<file path="src/logic/bus_defs.svh">
`ifndef BUS_DEFS_SVH
`define BUS_DEFS_SVH

// Bus widths
`define BUS_ADDR_W 16
`define BUS_DATA_W 8

// Number of targets on the shared bus
`define BUS_NUM_TGT 3

// Target 0 region
`define TGT0_BASE 16'h0000
`define TGT0_SIZE 2048

// Target 1 region
`define TGT1_BASE 16'h4000
`define TGT1_SIZE 4096

// Target 2 region
`define TGT2_BASE 16'h8000
`define TGT2_SIZE 4096

`endif

</file>
<file path="src/logic/bus_pkg.sv">
`include "bus_defs.svh"

package bus_pkg;

    // Command as issued by an initiator
    typedef struct packed {
        logic [`BUS_ADDR_W-1:0] addr;
        logic [`BUS_DATA_W-1:0] wdata;
        logic                   write;
    } bus_cmd_t;

    // Response returned to the owning initiator
    typedef struct packed {
        logic [`BUS_DATA_W-1:0] rdata;
        logic                   err;
    } bus_rsp_t;

    // Command as seen by a target, offset is region relative
    typedef struct packed {
        logic [`BUS_ADDR_W-1:0] offset;
        logic [`BUS_DATA_W-1:0] wdata;
        logic                   write;
    } tgt_cmd_t;

    // One-hot target select
    typedef logic [`BUS_NUM_TGT-1:0] tgt_sel_t;

    // Owner of the current transfer
    typedef enum logic [1:0] {
        INIT_NONE = 2'b00,
        INIT_1    = 2'b01,
        INIT_2    = 2'b10
    } init_id_t;

endpackage

</file>
<file path="src/logic/bus_arbiter.sv">
`timescale 1ns/1ps

module bus_arbiter (
    input  logic              clk,
    input  logic              rst_n,
    input  logic              req1,
    input  logic              req2,
    input  logic              xfer_done,
    output logic              grant1,
    output logic              grant2,
    output bus_pkg::init_id_t grant_owner
);

    import bus_pkg::*;

    init_id_t owner_q;
    // Set when initiator 2 was served last
    logic     last2_q;

    // One owner at a time, held until the controller reports completion
    always_ff @(posedge clk or negedge rst_n) begin
        if (!rst_n) begin
            owner_q <= INIT_NONE;
            last2_q <= 1'b0;
        end else begin
            if (owner_q != INIT_NONE) begin
                if (xfer_done) begin
                    owner_q <= INIT_NONE;
                end
            end else if (req1 && (!req2 || last2_q)) begin
                owner_q <= INIT_1;
                last2_q <= 1'b0;
            end else if (req2) begin
                owner_q <= INIT_2;
                last2_q <= 1'b1;
            end
        end
    end

    assign grant_owner = owner_q;
    assign grant1      = (owner_q == INIT_1);
    assign grant2      = (owner_q == INIT_2);

endmodule

</file>
<file path="src/logic/addr_decoder.sv">
`timescale 1ns/1ps
`include "bus_defs.svh"

module addr_decoder (
    input  logic [`BUS_ADDR_W-1:0] addr,
    output bus_pkg::tgt_sel_t      sel,
    output logic [`BUS_ADDR_W-1:0] offset,
    output logic                   unmapped
);

    // Region table, index matches the select bit
    localparam logic [`BUS_NUM_TGT-1:0][`BUS_ADDR_W-1:0] BASE = {
        `TGT2_BASE,
        `TGT1_BASE,
        `TGT0_BASE
    };
    // One extra bit so a full-size region still fits
    localparam logic [`BUS_NUM_TGT-1:0][`BUS_ADDR_W:0] SIZE = {
        (`BUS_ADDR_W+1)'(`TGT2_SIZE),
        (`BUS_ADDR_W+1)'(`TGT1_SIZE),
        (`BUS_ADDR_W+1)'(`TGT0_SIZE)
    };

    logic [`BUS_NUM_TGT-1:0][`BUS_ADDR_W-1:0] rel;
    logic [`BUS_NUM_TGT-1:0]                  hit;

    always_comb begin
        offset = '0;
        for (int i = 0; i < `BUS_NUM_TGT; i++) begin
            rel[i] = addr - BASE[i];
            hit[i] = (addr >= BASE[i]) && ({1'b0, rel[i]} < SIZE[i]);
            // Regions never overlap, so at most one term survives
            if (hit[i]) begin
                offset = offset | rel[i];
            end
        end
    end

    assign sel      = hit;
    assign unmapped = ~|hit;

endmodule

</file>
<file path="src/logic/xfer_controller.sv">
`timescale 1ns/1ps
`include "bus_defs.svh"

module xfer_controller (
    input  logic                                      clk,
    input  logic                                      rst_n,
    input  bus_pkg::init_id_t                         grant_owner,
    input  bus_pkg::bus_cmd_t                         init1_cmd,
    input  bus_pkg::bus_cmd_t                         init2_cmd,
    output logic [`BUS_ADDR_W-1:0]                    dec_addr,
    input  bus_pkg::tgt_sel_t                         dec_sel,
    input  logic [`BUS_ADDR_W-1:0]                    dec_offset,
    input  logic                                      dec_unmapped,
    output bus_pkg::tgt_sel_t                         tgt_valid,
    output bus_pkg::tgt_cmd_t                         tgt_cmd,
    input  logic [`BUS_NUM_TGT-1:0]                   tgt_ack,
    input  logic [`BUS_NUM_TGT-1:0][`BUS_DATA_W-1:0]  tgt_rdata,
    output logic                                      init1_ack,
    output logic                                      init2_ack,
    output bus_pkg::bus_rsp_t                         init_rsp,
    output logic                                      xfer_done
);

    import bus_pkg::*;

    typedef enum logic [1:0] {
        ST_IDLE  = 2'b00,
        ST_ISSUE = 2'b01,
        ST_WAIT  = 2'b10,
        ST_RESP  = 2'b11
    } state_t;

    state_t                 state;
    init_id_t               owner_q;
    bus_cmd_t               cmd_q;
    logic                   tgt_hit;
    logic [`BUS_DATA_W-1:0] rdata_mux;

    // Latched address goes through the decoder while in ISSUE
    assign dec_addr = cmd_q.addr;

    // Only the ack of the selected target counts
    assign tgt_hit = |(tgt_ack & tgt_valid);

    always_comb begin
        rdata_mux = '0;
        for (int i = 0; i < `BUS_NUM_TGT; i++) begin
            if (tgt_valid[i]) begin
                rdata_mux = rdata_mux | tgt_rdata[i];
            end
        end
    end

    // Control path
    always_ff @(posedge clk or negedge rst_n) begin
        if (!rst_n) begin
            state     <= ST_IDLE;
            owner_q   <= INIT_NONE;
            tgt_valid <= '0;
        end else begin
            case (state)
                ST_IDLE: begin
                    if (grant_owner != INIT_NONE) begin
                        owner_q <= grant_owner;
                        state   <= ST_ISSUE;
                    end
                end
                ST_ISSUE: begin
                    // Unmapped access skips the targets entirely
                    if (dec_unmapped) begin
                        state <= ST_RESP;
                    end else begin
                        tgt_valid <= dec_sel;
                        state     <= ST_WAIT;
                    end
                end
                ST_WAIT: begin
                    if (tgt_hit) begin
                        tgt_valid <= '0;
                        state     <= ST_RESP;
                    end
                end
                ST_RESP: begin
                    owner_q <= INIT_NONE;
                    state   <= ST_IDLE;
                end
                default: begin
                    state <= ST_IDLE;
                end
            endcase
        end
    end

    // Command and response payload
    always_ff @(posedge clk) begin
        case (state)
            ST_IDLE: begin
                if (grant_owner == INIT_1) begin
                    cmd_q <= init1_cmd;
                end else if (grant_owner == INIT_2) begin
                    cmd_q <= init2_cmd;
                end
            end
            ST_ISSUE: begin
                tgt_cmd.offset <= dec_offset;
                tgt_cmd.wdata  <= cmd_q.wdata;
                tgt_cmd.write  <= cmd_q.write;
                if (dec_unmapped) begin
                    init_rsp.rdata <= '0;
                    init_rsp.err   <= 1'b1;
                end
            end
            ST_WAIT: begin
                // Read data is taken in the ack cycle
                if (tgt_hit) begin
                    init_rsp.rdata <= rdata_mux;
                    init_rsp.err   <= 1'b0;
                end
            end
            default: begin
            end
        endcase
    end

    // One-cycle completion, steered to the owner
    assign xfer_done = (state == ST_RESP);
    assign init1_ack = xfer_done && (owner_q == INIT_1);
    assign init2_ack = xfer_done && (owner_q == INIT_2);

endmodule

</file>
<file path="src/logic/bus_interconnect.sv">
`timescale 1ns/1ps
`include "bus_defs.svh"

module bus_interconnect (
    input  logic                                      clk,
    input  logic                                      rst_n,

    // Initiator 1
    input  logic                                      init1_req,
    input  bus_pkg::bus_cmd_t                         init1_cmd,
    output logic                                      init1_grant,
    output logic                                      init1_ack,
    output bus_pkg::bus_rsp_t                         init1_rsp,

    // Initiator 2
    input  logic                                      init2_req,
    input  bus_pkg::bus_cmd_t                         init2_cmd,
    output logic                                      init2_grant,
    output logic                                      init2_ack,
    output bus_pkg::bus_rsp_t                         init2_rsp,

    // Targets
    output bus_pkg::tgt_sel_t                         tgt_valid,
    output bus_pkg::tgt_cmd_t                         tgt_cmd,
    input  logic [`BUS_NUM_TGT-1:0]                   tgt_ack,
    input  logic [`BUS_NUM_TGT-1:0][`BUS_DATA_W-1:0]  tgt_rdata
);

    import bus_pkg::*;

    init_id_t               grant_owner;
    logic                   xfer_done;
    logic [`BUS_ADDR_W-1:0] dec_addr;
    tgt_sel_t               dec_sel;
    logic [`BUS_ADDR_W-1:0] dec_offset;
    logic                   dec_unmapped;
    bus_rsp_t               init_rsp;

    bus_arbiter u_bus_arbiter (
        .clk         (clk),
        .rst_n       (rst_n),
        .req1        (init1_req),
        .req2        (init2_req),
        .xfer_done   (xfer_done),
        .grant1      (init1_grant),
        .grant2      (init2_grant),
        .grant_owner (grant_owner)
    );

    addr_decoder u_addr_decoder (
        .addr     (dec_addr),
        .sel      (dec_sel),
        .offset   (dec_offset),
        .unmapped (dec_unmapped)
    );

    xfer_controller u_xfer_controller (
        .clk          (clk),
        .rst_n        (rst_n),
        .grant_owner  (grant_owner),
        .init1_cmd    (init1_cmd),
        .init2_cmd    (init2_cmd),
        .dec_addr     (dec_addr),
        .dec_sel      (dec_sel),
        .dec_offset   (dec_offset),
        .dec_unmapped (dec_unmapped),
        .tgt_valid    (tgt_valid),
        .tgt_cmd      (tgt_cmd),
        .tgt_ack      (tgt_ack),
        .tgt_rdata    (tgt_rdata),
        .init1_ack    (init1_ack),
        .init2_ack    (init2_ack),
        .init_rsp     (init_rsp),
        .xfer_done    (xfer_done)
    );

    // Shared response word, qualified by each initiator's own ack
    assign init1_rsp = init_rsp;
    assign init2_rsp = init_rsp;

endmodule

</file>
<file path="config.mk">
export PLATFORM = sky130hd
export DESIGN_NAME = bus_interconnect
export DESIGN_NICKNAME = d
export VERILOG_FILES = /design/src/logic/bus_pkg.sv /design/src/logic/bus_arbiter.sv /design/src/logic/addr_decoder.sv /design/src/logic/xfer_controller.sv /design/src/logic/bus_interconnect.sv
export VERILOG_INCLUDE_DIRS = /design/src /design/src/logic
export SDC_FILE = /design/constraint.sdc
export NUM_CORES = 1
export LEC_CHECK = 0
export BUFFER_PORTS_ARGS = -buffer_cell sky130_fd_sc_hd__buf_2
export CAP_MARGIN = 40
export CORE_AREA = 3 3 84 86
export CTS_BUF_LIST = sky130_fd_sc_hd__clkbuf_2 sky130_fd_sc_hd__clkbuf_4 sky130_fd_sc_hd__clkbuf_8
export CTS_CLUSTER_SIZE = 24
export DETAILED_ROUTE_END_ITERATION = 6
export DIE_AREA = 0 0 87 89
export PLACE_DENSITY = 0.95
export SETUP_SLACK_MARGIN = 0.02
export SKIP_LAST_GASP = 1
export SYNTH_ARGS = -nofsm -noshare
export SYNTH_HDL_FRONTEND = slang
export SYNTH_HIERARCHICAL = 1
export SYNTH_SLANG_ARGS = --single-unit
</file>
<file path="constraint.sdc">
create_clock -name clk -period 3.9 [get_ports clk]
set_clock_uncertainty 0.1 [all_clocks]
set_input_delay 0.39 -clock clk [delete_from_list [all_inputs] [get_ports clk]]
set_output_delay 0.39 -clock clk [all_outputs]
set_load 0.02 [all_outputs]
</file>
# [Word-level counts from Yosys, hierarchy flattened]
# Cells that the tools add are included.
[op_classes] eq_ne=12 muxes=26 n_reduce_logical=24 bitwise=6 n_lt_le_gt_ge=6 n_addsub=2
[ops] op="$mux 25" count=2
[ops] op="$mux 16" count=3
[ops] op="$lt 16x13->1 const B" count=2
[ops] op="$or 16x16->16" count=2
[ops] op="$mux 8" count=3
[ops] op="$mux 9" count=2
[ops] op="$pmux 9 s2" count=1
[ops] op="$ge 16x1->1 const B" count=1
[ops] op="$ge 16x15->1 const B" count=1
[ops] op="$ge 16x16->1 const B" count=1
[ops] op="$lt 16x12->1 const B" count=1
[ops] op="$or 8x8->8" count=2
[ops] op="$sub 16x15->16 const B" count=1
[ops] op="$sub 16x16->16 const B" count=1
[ops] op="$mux 2" count=7
[ops] op="$reduce_and 2->1" count=5
[ops] op="$reduce_bool 2->1" count=5
[ops] op="$eq 2x2->1 const B" count=4
[ops] op="$pmux 2 s4" count=1
[ops] op="$eq 2x1->1 const B" count=3
[ops] op="$logic_and 1x1->1" count=6
[ops] op="$mux 3" count=2
[ops] op="$ne 2x2->1 const B" count=3
[ops] op="$pmux 3 s2" count=1
[ops] op="other kinds (11)" count=16
[totals] inputBits=81 register_bits=69 wordCells=89

# [Longest topological paths before layout]
# Gate-level depths: netlist of run 1.
[logic_depth] ltp_word=7 mapped_depth=9 ltp_nobuf=8

# [Cells and area by module]
# Netlist of run 1, hierarchy kept.
[modules_own_cells] module="xfer_controller" area_per_inst_um2=2880.3 seq_area_each_um2=1946.9 n_inst=1 cells_per_inst=178
[modules_own_cells] module="addr_decoder" area_per_inst_um2=404.1 seq_area_each_um2=0.0 n_inst=1 cells_per_inst=58
[modules_own_cells] module="bus_arbiter" area_per_inst_um2=166.4 seq_area_each_um2=75.1 n_inst=1 cells_per_inst=16
[modules_own_cells] module="bus_interconnect" area_per_inst_um2=67.6 seq_area_each_um2=0.0 n_inst=1 cells_per_inst=9

# [Worst setup path before layout of run 1]
# OpenSTA, ideal clock, no wires.
[synth_timing] kind="register -> register" startpoint="register u_xfer_controller.state[1]" endpoint="register, netlist name u_xfer_controller/init_rsp[0]" setup_slack_ps=1351 setup_time_ps=378 synth_period_minus_slack_ps=2549 stages_incl_launch_ff=6 arrival_time_ps=2071 path_cell_list="dfrtp_1 -> inv_1 -> ha_1 -> buf_2 -> mux2i_1 -> a21oi_1"
[synth_between] elab_chain_len=3
[synth_rtl] item="start, declared" line="xfer_controller.sv:33" text="state_t state;"
[synth_rtl] item="start signal, assigned" line="xfer_controller.sv:57" text="state <= ST_IDLE;"
[synth_rtl] item="start signal, assigned" line="xfer_controller.sv:65" text="state <= ST_ISSUE;"
[synth_rtl] item="start signal, assigned" line="xfer_controller.sv:71" text="state <= ST_RESP;"
[synth_rtl] item="$eq 2x1->1 or $eq 2x2->1 (tied branches)" line="xfer_controller.sv:96" text="case (state)"
[synth_rtl] item="$ne 2x2->1 (no line) (tied with other cells)"
[synth_rtl] item="$reduce_and 3->1 (no line) (*)"
# Mark *: on every way between the ends. The rest lies on a longest branch, timed or not.
# A chain may end at the register's enable or synchronous reset.

# [Worst setup path in the final report of run 1]
[layout_timing] startpoint="register u_xfer_controller.cmd_q, in the netlist u_xfer_controller/dec_addr[15]" endpoint="register, netlist name u_xfer_controller/init_rsp[3]"
[layout_between] elab_chain_len=6
[layout_rtl] item="start, declared" line="xfer_controller.sv:35" text="bus_cmd_t cmd_q;"
[layout_rtl] item="start signal, assigned" line="xfer_controller.sv:99" text="cmd_q <= init1_cmd;"
[layout_rtl] item="start signal, assigned" line="xfer_controller.sv:101" text="cmd_q <= init2_cmd;"
[layout_rtl] item="$sub 16x15->16 or $sub 16x16->16 (tied branches)" line="addr_decoder.sv:30" text="rel[i] = addr - BASE[i];"
[layout_rtl] item="$lt 16x13->1" line="addr_decoder.sv:31" text="hit[i] = (addr >= BASE[i]) && ({1'b0, rel[i]} < SIZE[i]);"
[layout_rtl] item="$logic_and 1x1->1" line="addr_decoder.sv:31"
[layout_rtl] item="$reduce_or 3->1 (*)" line="addr_decoder.sv:40" text="assign unmapped = ~|hit;"
[layout_rtl] item="$ne 2x2->1 (no line) (*)"
[layout_rtl] item="$reduce_and 3->1 (no line) (*)"
# Marks and branches as above.

==> results.toml, run 1 <==
[run]
maxCapViolCount = 0

[yosys]
synth-main-ff-cell = "edfxtp_1"
async_flop_share = 0.1449
synth_edf_count = 59
synth_xor_area_frac = 0
synthMuxAreaShare = 0.08713
syn_area_mm2 = 0.003518
synth_commonest_cells = "edfxtp_1, buf_4, mux2_2, inv_1, a31oi_1"
synth_top_area_share = 0.5036
synthTopCellsByArea = "edfxtp_1, mux2_2, dfrtp_1, buf_4, ha_1"
ys_warn_count = 6
ys_ff_latch = 69
syn_nets = 353
synth_seq_area_share = 0.5747
synth_cell_types = 46
avgSynthCellArea_um2 = 13.48
synth_compound_area_frac = 0.1206
synthCells = 261
synth_top_area_cell = "edfxtp_1"
synth-simple-area-share = 0.07575
yosysMostFrequentCell = "edfxtp_1"
yosys.area_share.adder = 0.03912
synth_top_family_by_area = "compound AO/OA/AOI/OAI gates"

[clocking]
tritoncts = "built"
clk_pin_slew_ps = 70
cts_resized = 0
htree_levels = 3
cts_sinks = 69
root_buffer = "clkbuf_8"
cts_max_path_buffers = 2
cts_buffers = 9
clk_latency_ps = 340

[global_routing]
grt_overflow = 0
antenna_found_initial = 0
use_met3 = 0.04055
track_usage = 0.1809
use_met1 = 0.2081
grt_pass1_wl_mm = 10.62
grt_pass1_vias = 2374
grt-busiest-layer = "met2"
use_met2 = 0.3037
grt_max_degree = 36

[sta]
slew_violations = 0
fmax_ghz = 0.3108
fin_crit_ps = 3217
hold_viol_final = 0
timing.slew.headroom = 0.4242
final-setup-viol-count = 0
grt_setup_unrepaired = "no"
finalCritPeriodShare = 0.8249
worstMarginPinSlew_ps = 863.7
tns_ps = 0

[floorplanning]
core_mm2 = 0.006350
fp.dieH_um = 89
start_util = 0.5541
die_w_um = 87
ioPinCount = 131
die_area_mm2 = 0.007743
placementRows = 29

[final_layout]
postLayoutCoreUtil = 0.6684
n_fill_cell = 460
fin_nets = 461
area_growth_syn_to_layout_pct = 20.63
drive_above_1_share = 0.4973
diodes = 0

[drt]
drtPass1Iterations = 4
routed_via_density = 5.483
drc = 0
wire_per_inst_um = 15.36
routed_wl_mm = 6.928
drt_iter0_drc = 100
antenna_left = 0
vias = 2473

[critical_path]
cp-start-kind = "flop"
cp.arrival_ps = 3090
endpoint_kind = "flop"
crit_type = "flop to flop"
cp_max_fo = 16
required_ps = 3770

[placement]
place_hpwl_mm = 5.216
place_congestion = 0.7653
port_buffers = 130

[worst_hold_path]
worstHoldPathType = "primary input to flop"

[run_status]
status = "finished clean"

[pwr]
vdd_drop_max_v = 0.0005208
leakage_nw = 1.844
p_per_area_mw_per_mm2 = 791.6
==> kinds of logic (layout without fill, tap and decap cells) <==
logic type	count (synthesis)	after routing
AOI/OAI and AO/OA	52	52
adders and majority gates	11	11
buffers and inverters	62	175
DFF	69	69
muxes	27	27
and+or+nand+nor	40	40
==> per-stage QoR <==
step	cell area, um2	power, mW	instances	hold WS, ps	setup slack (ps)
6_report	4244	3.360	451	201.9	682.8
5_1_grt	4244	3.573	451	200.7	476.0
4_1_cts	4244	3.386	451	186.2	704.1
3_5_place_dp	4035	2.801	434	167.0	745.7
3_3_place_gp	4005	2.709	432	161.7	929.8
2_1_floorplan	3518	2.509	261	-5.591	1351
==> area by class of cell <==
class | count | area [um2] | area share
Tap cell | 77 | 96.34 | 0.02270
Multi-Input combinational cell | 130 | 1135 | 0.2674
Sequential cell | 69 | 2022 | 0.4764
Clock buffer | 9 | 123.9 | 0.02919
Clock inverter | 7 | 75.07 | 0.01769
Inverter | 25 | 93.84 | 0.02211
Timing Repair Buffer | 134 | 698.2 | 0.1645
==> flip-flops by register name, indices dropped and copies added (netlist names) <==
register	cells
u_xfer_controller/init_rsp	9
u_xfer_controller/owner_q	2
u_xfer_controller/tgt_cmd	25
u_xfer_controller/state	2
u_bus_arbiter/last2_q	1
u_xfer_controller/cmd_q	9
u_xfer_controller/dec_addr	16
u_xfer_controller/tgt_valid	3
u_bus_arbiter/grant_owner	2
==> metal layers <==
| metal | up-vias | share of wire |
|---|---|---|
| li1 | 1177 | - |
| met1 | 1160 | 0.39 |
| met2 | 124 | 0.49 |
| met3 | 12 | 0.091 |
| met4 | 0 | 0.022 |
| met5 | - | 0 |
==> placed cells by master (no fill, tap or decap), types with 2 or more instances in the layout <==
cell          n
a21boi_0      2
a21o_1        2
a21oi_1       4
a222oi_1      8
a22o_1        3
a22oi_1       2
a31oi_1      13
and2_1        3
buf_2       130
buf_8         2
clkbuf_8      9
clkinvlp_4    3
dfrtp_1      10
edfxtp_1     59
ha_1         11
inv_1        24
mux2_2       25
nand2_1       4
nand2b_1      2
nand3b_1      3
nand4_1       2
nor2_1       11
nor2b_1       2
nor4_2        2
nor4b_2       2
o21ai_0       4
o2bb2ai_1     4
o31ai_1       3
o41ai_1       2
==> power by group <==
group	switching, mW	total, mW	internal [mW]	leakage (nW)
Clock	0.279	0.576	0.297	0.0918
Combinational	0.845	1.39	0.549	1.07
Sequential	0.183	1.39	1.21	0.683
Total	1.31	3.36	2.05	1.84
==> path summary, 6_finish.rpt <==
path | slack, ps | startpoint | to | cells past startpoint
setup / recovery | 680 | u_xfer_controller/dec_addr[15] | u_xfer_controller/init_rsp[3] | 7
hold / removal | 200 | init1_req | u_bus_arbiter/grant_owner[0] | 3
setup reg to reg | 680 | u_xfer_controller/dec_addr[15] | u_xfer_controller/init_rsp[3] | 7
hold reg to reg | 320 | u_xfer_controller/cmd_q[3] | u_xfer_controller/tgt_cmd[3] | 0
max in group asynchronous | 3160 | rst_n | u_xfer_controller/state[0] | 2
min in group asynchronous | 350 | rst_n | u_xfer_controller/tgt_valid[1] | 2
==> worst max-delay path, stage by stage, from the launching register on <==
cell and delay [ps]:
edfxtp_1 500, inv_1 170, ha_1 180, o31ai_1 130, a32oi_2 590, and3_1 390, mux2i_1 110, a21oi_1 680
==> repair_timing <==
action | CTS | global route
hold buffers | 1 | 0
endpoints found under the hold margin | 10 | 0
setup buffers | 0 | 0
(Power assumes the default switching activity.)
==> inputs of run 2 (changes only) <==
--- a/config.mk
+++ b/config.mk
@@ -6,14 +6,15 @@
 export SDC_FILE = /design/constraint.sdc
 export NUM_CORES = 1
 export LEC_CHECK = 0
+export ABC_AREA = 1
 export BUFFER_PORTS_ARGS = -buffer_cell sky130_fd_sc_hd__buf_2
 export CAP_MARGIN = 40
-export CORE_AREA = 3 3 84 86
+export CORE_AREA = 3 3 90 92
 export CTS_BUF_LIST = sky130_fd_sc_hd__clkbuf_2 sky130_fd_sc_hd__clkbuf_4 sky130_fd_sc_hd__clkbuf_8
 export CTS_CLUSTER_SIZE = 24
 export DETAILED_ROUTE_END_ITERATION = 6
-export DIE_AREA = 0 0 87 89
-export PLACE_DENSITY = 0.95
+export DIE_AREA = 0 0 93 95
+export PLACE_DENSITY = 0.93
 export SETUP_SLACK_MARGIN = 0.02
 export SKIP_LAST_GASP = 1
 export SYNTH_ARGS = -nofsm -noshare
==> constraint.sdc (replaced) <==
create_clock -name clk -period 3 [get_ports clk]
set_clock_uncertainty 0.1 [all_clocks]
set_input_delay 0.3 -clock clk [delete_from_list [all_inputs] [get_ports clk]]
set_output_delay 0.3 -clock clk [all_outputs]
set_load 0.02 [all_outputs]
==> run 2 against run 1 <==
Compared with the run above: utilization decreased by 4.2 points; global-route usage decreased by 0.71 points; critical path depth increased by 2; total power increased by 38%; combinational power increased by 46%; routed wire length increased by 13%; worst hold slack got worse by 49 ps; sequential power increased by 32%; register-to-register slack got worse by 90 ps; sequential share of layout area decreased by 3.4 points; final cell count increased by 30%.
==> results.toml, run 2 <==
[run_status]
status = "finished clean"

[critical_path]
crit_path_end = "u_xfer_controller/init_rsp[1]"
critPathSlowestCell = "edfxtp_1"
endpoint_kind = "flop"
cp_num_cells = 9
r2r-start = "u_xfer_controller/dec_addr[15]"
crit_chain = "inv_1 > ha_1 > nor2_1 > nand2_1 > nand2_1 > nor2_1 > inv_1 > a21oi_1 > buf_4"
cp_num_buf_inv = 3
worst_r2r_path_depth = 9
worst_r2r_endpoint = "u_xfer_controller/init_rsp[1]"
r2r_slack_ps = 590
cp_max_fo = 17
crit_type = "flop to flop"
critical-path-top-delay-family = "simple AND/OR/NAND/NOR gates"
crit_start = "u_xfer_controller/dec_addr[15]"
cp.arrival_ps = 2350
cp-start-kind = "flop"
cp_slowest_stage_delay_ps = 440
required_ps = 2940

[yosys]
yosysMostFrequentCell = "nand2_1"
ys_ff_latch = 69
ys_warn_count = 6
synth_seq_area_share = 0.5262
avgSynthCellArea_um2 = 10.33
synth_commonest_cells = "nand2_1, edfxtp_1, inv_1, buf_4, nand3_1"
synthCells = 372
synth_cell_types = 29
syn_nets = 464
synth_top_area_share = 0.4611
async_flop_share = 0.1449
syn_area_mm2 = 0.003842
synth_top_area_cell = "edfxtp_1"
synthTopCellsByArea = "edfxtp_1, nand2_1, mux2_4, dfrtp_1, buf_4"
synth-main-ff-cell = "edfxtp_1"
synth_edf_count = 59

[sta]
timing.slew.headroom = 0.6454
worstMarginPinSlew_ps = 531.9
final-setup-viol-count = 0
finalCritPeriodShare = 0.8025
fin_crit_ps = 2407
hold_viol_final = 0
slew_violations = 0
tns_ps = 0
fmax_ghz = 0.4154
grt_setup_unrepaired = "no"

[floorplanning]
die_area_mm2 = 0.008835
placementRows = 31
die_w_um = 93
fp.dieH_um = 95
core_mm2 = 0.007292
start_util = 0.5269
ioPinCount = 131

[global_routing]
grt_pass1_vias = 2686
antenna_found_initial = 0
grt_max_degree = 26
grt_overflow = 0
grt_pass1_wl_mm = 12.01
track_usage = 0.1738

[final_layout]
fin_nets = 573
final_cell_mix = "buf_2, nand2_1, edfxtp_1"
area_growth_syn_to_layout_pct = 18.85
final_common_cell = "buf_2"
fin_cells = 585
largest_register_ffs = 25
top_register = "u_xfer_controller/tgt_cmd"
final_area_mm2 = 0.004567
drive_above_1_share = 0.3889
diodes = 0

[placement]
place_congestion = 0.8330
port_buffers = 130
place_area_mm2 = 0.004345
place_hpwl_mm = 5.960
dp.cells = 568

[drt]
routed_via_density = 4.848
drtPass1Iterations = 6
drt_iter0_drc = 158
wire_per_inst_um = 13.34
vias = 2836
routed_wl_mm = 7.801
antenna_left = 0
drc = 0

[pwr]
power_mw = 4.633
leakage_nw = 2.296
vdd_drop_max_v = 0.0004068
p_per_area_mw_per_mm2 = 1014

[clocking]
root_buffer = "clkbuf_8"
cts_buffers = 9
tritoncts = "built"
cts_sinks = 69
post_cts_buffers = 0
htree_levels = 3
clk_pin_slew_ps = 60
cts_max_path_buffers = 2
clk_latency_ps = 340

[run]
maxCapViolCount = 0

[worst_hold_path]
worstHoldPathType = "primary input to flop"
==> run 2: cells by family (layout without fill, tap and decap cells) <==
| kind of cell | after synthesis | in the layout | share of synthesized area |
|---|---|---|---|
| adders and majority gates | 11 | 11 | 0.03582 |
| buffers and inverters | 83 | 197 | 0.1247 |
| AOI/OAI and AO/OA | 20 | 20 | 0.03387 |
| and+or+nand+nor | 164 | 164 | 0.1866 |
| muxes | 25 | 25 | 0.09280 |
| DFF | 69 | 69 | 0.5262 |
==> run 2: stage by stage <==
stage          hold slack [ps]  utilization  setup slack (ps)
6_report                 152.4       0.6263             592.5
3_3_place_gp             66.15       0.5959             804.9
2_1_floorplan           -95.59            -             492.5
5_1_grt                  157.8       0.6263             401.3
3_5_place_dp             78.27       0.5959             654.9
4_1_cts                  141.0       0.6263             600.8
==> run 2: repair_timing <==
action	CTS	global route
resized for setup	0	0
hold buffers	1	0
endpoints found under the hold margin	10	0
==> run 2: metal layers <==
| metal | track usage | vias to the layer above | routed length, um |
|---|---|---|---|
| li1 | - | 1409 | - |
| met1 | 0.2046 | 1274 | 3053 |
| met2 | 0.3017 | 135 | 3943 |
| met3 | 0.03665 | 18 | 645 |
| met4 | 0.08669 | 0 | 159 |
| met5 | 0 | - | 0 |
==> run 2: how the worst min path moves through the flow <==
stage,from,to,depth (start not counted)
2_1_floorplan,rst_n,u_bus_arbiter/grant_owner[0],0
3_3_place_gp,rst_n,u_xfer_controller/state[1],1
3_5_place_dp,rst_n,u_xfer_controller/state[1],1
4_1_cts,init2_req,u_bus_arbiter/grant_owner[1],3
5_1_grt,init2_cmd[3],u_xfer_controller/cmd_q[3],2
6_report,init2_req,u_bus_arbiter/grant_owner[1],3
==> run 2: worst reg2reg max path: cells and delay by family, from the launching register on <==
kind / cells / cell delay [ps]
adder cells (fa/ha/maj): 1 / 230
AO/OA/AOI/OAI: 1 / 150
flip-flops: 1 / 440
buffers and inverters: 3 / 530
AND/OR/NAND/NOR: 4 / 680
==> run 2: report_power, final <==
group | switching [mW] | internal [mW] | total [mW]
Clock | 0.314 | 0.468 | 0.782
Combinational | 1.30 | 0.724 | 2.03
Sequential | 0.223 | 1.60 | 1.83
==> run 2: layout make-up <==
class / instances / area [um2]
inverters: 46 / 177.7
fillers: 598 / 2725
well taps: 99 / 123.9
multi-input cells: 220 / 1341
clock buffers: 15 / 181.4
flip-flops and latches: 69 / 2022
repair buffers: 135 / 690.7
clock inverters: 1 / 30.03
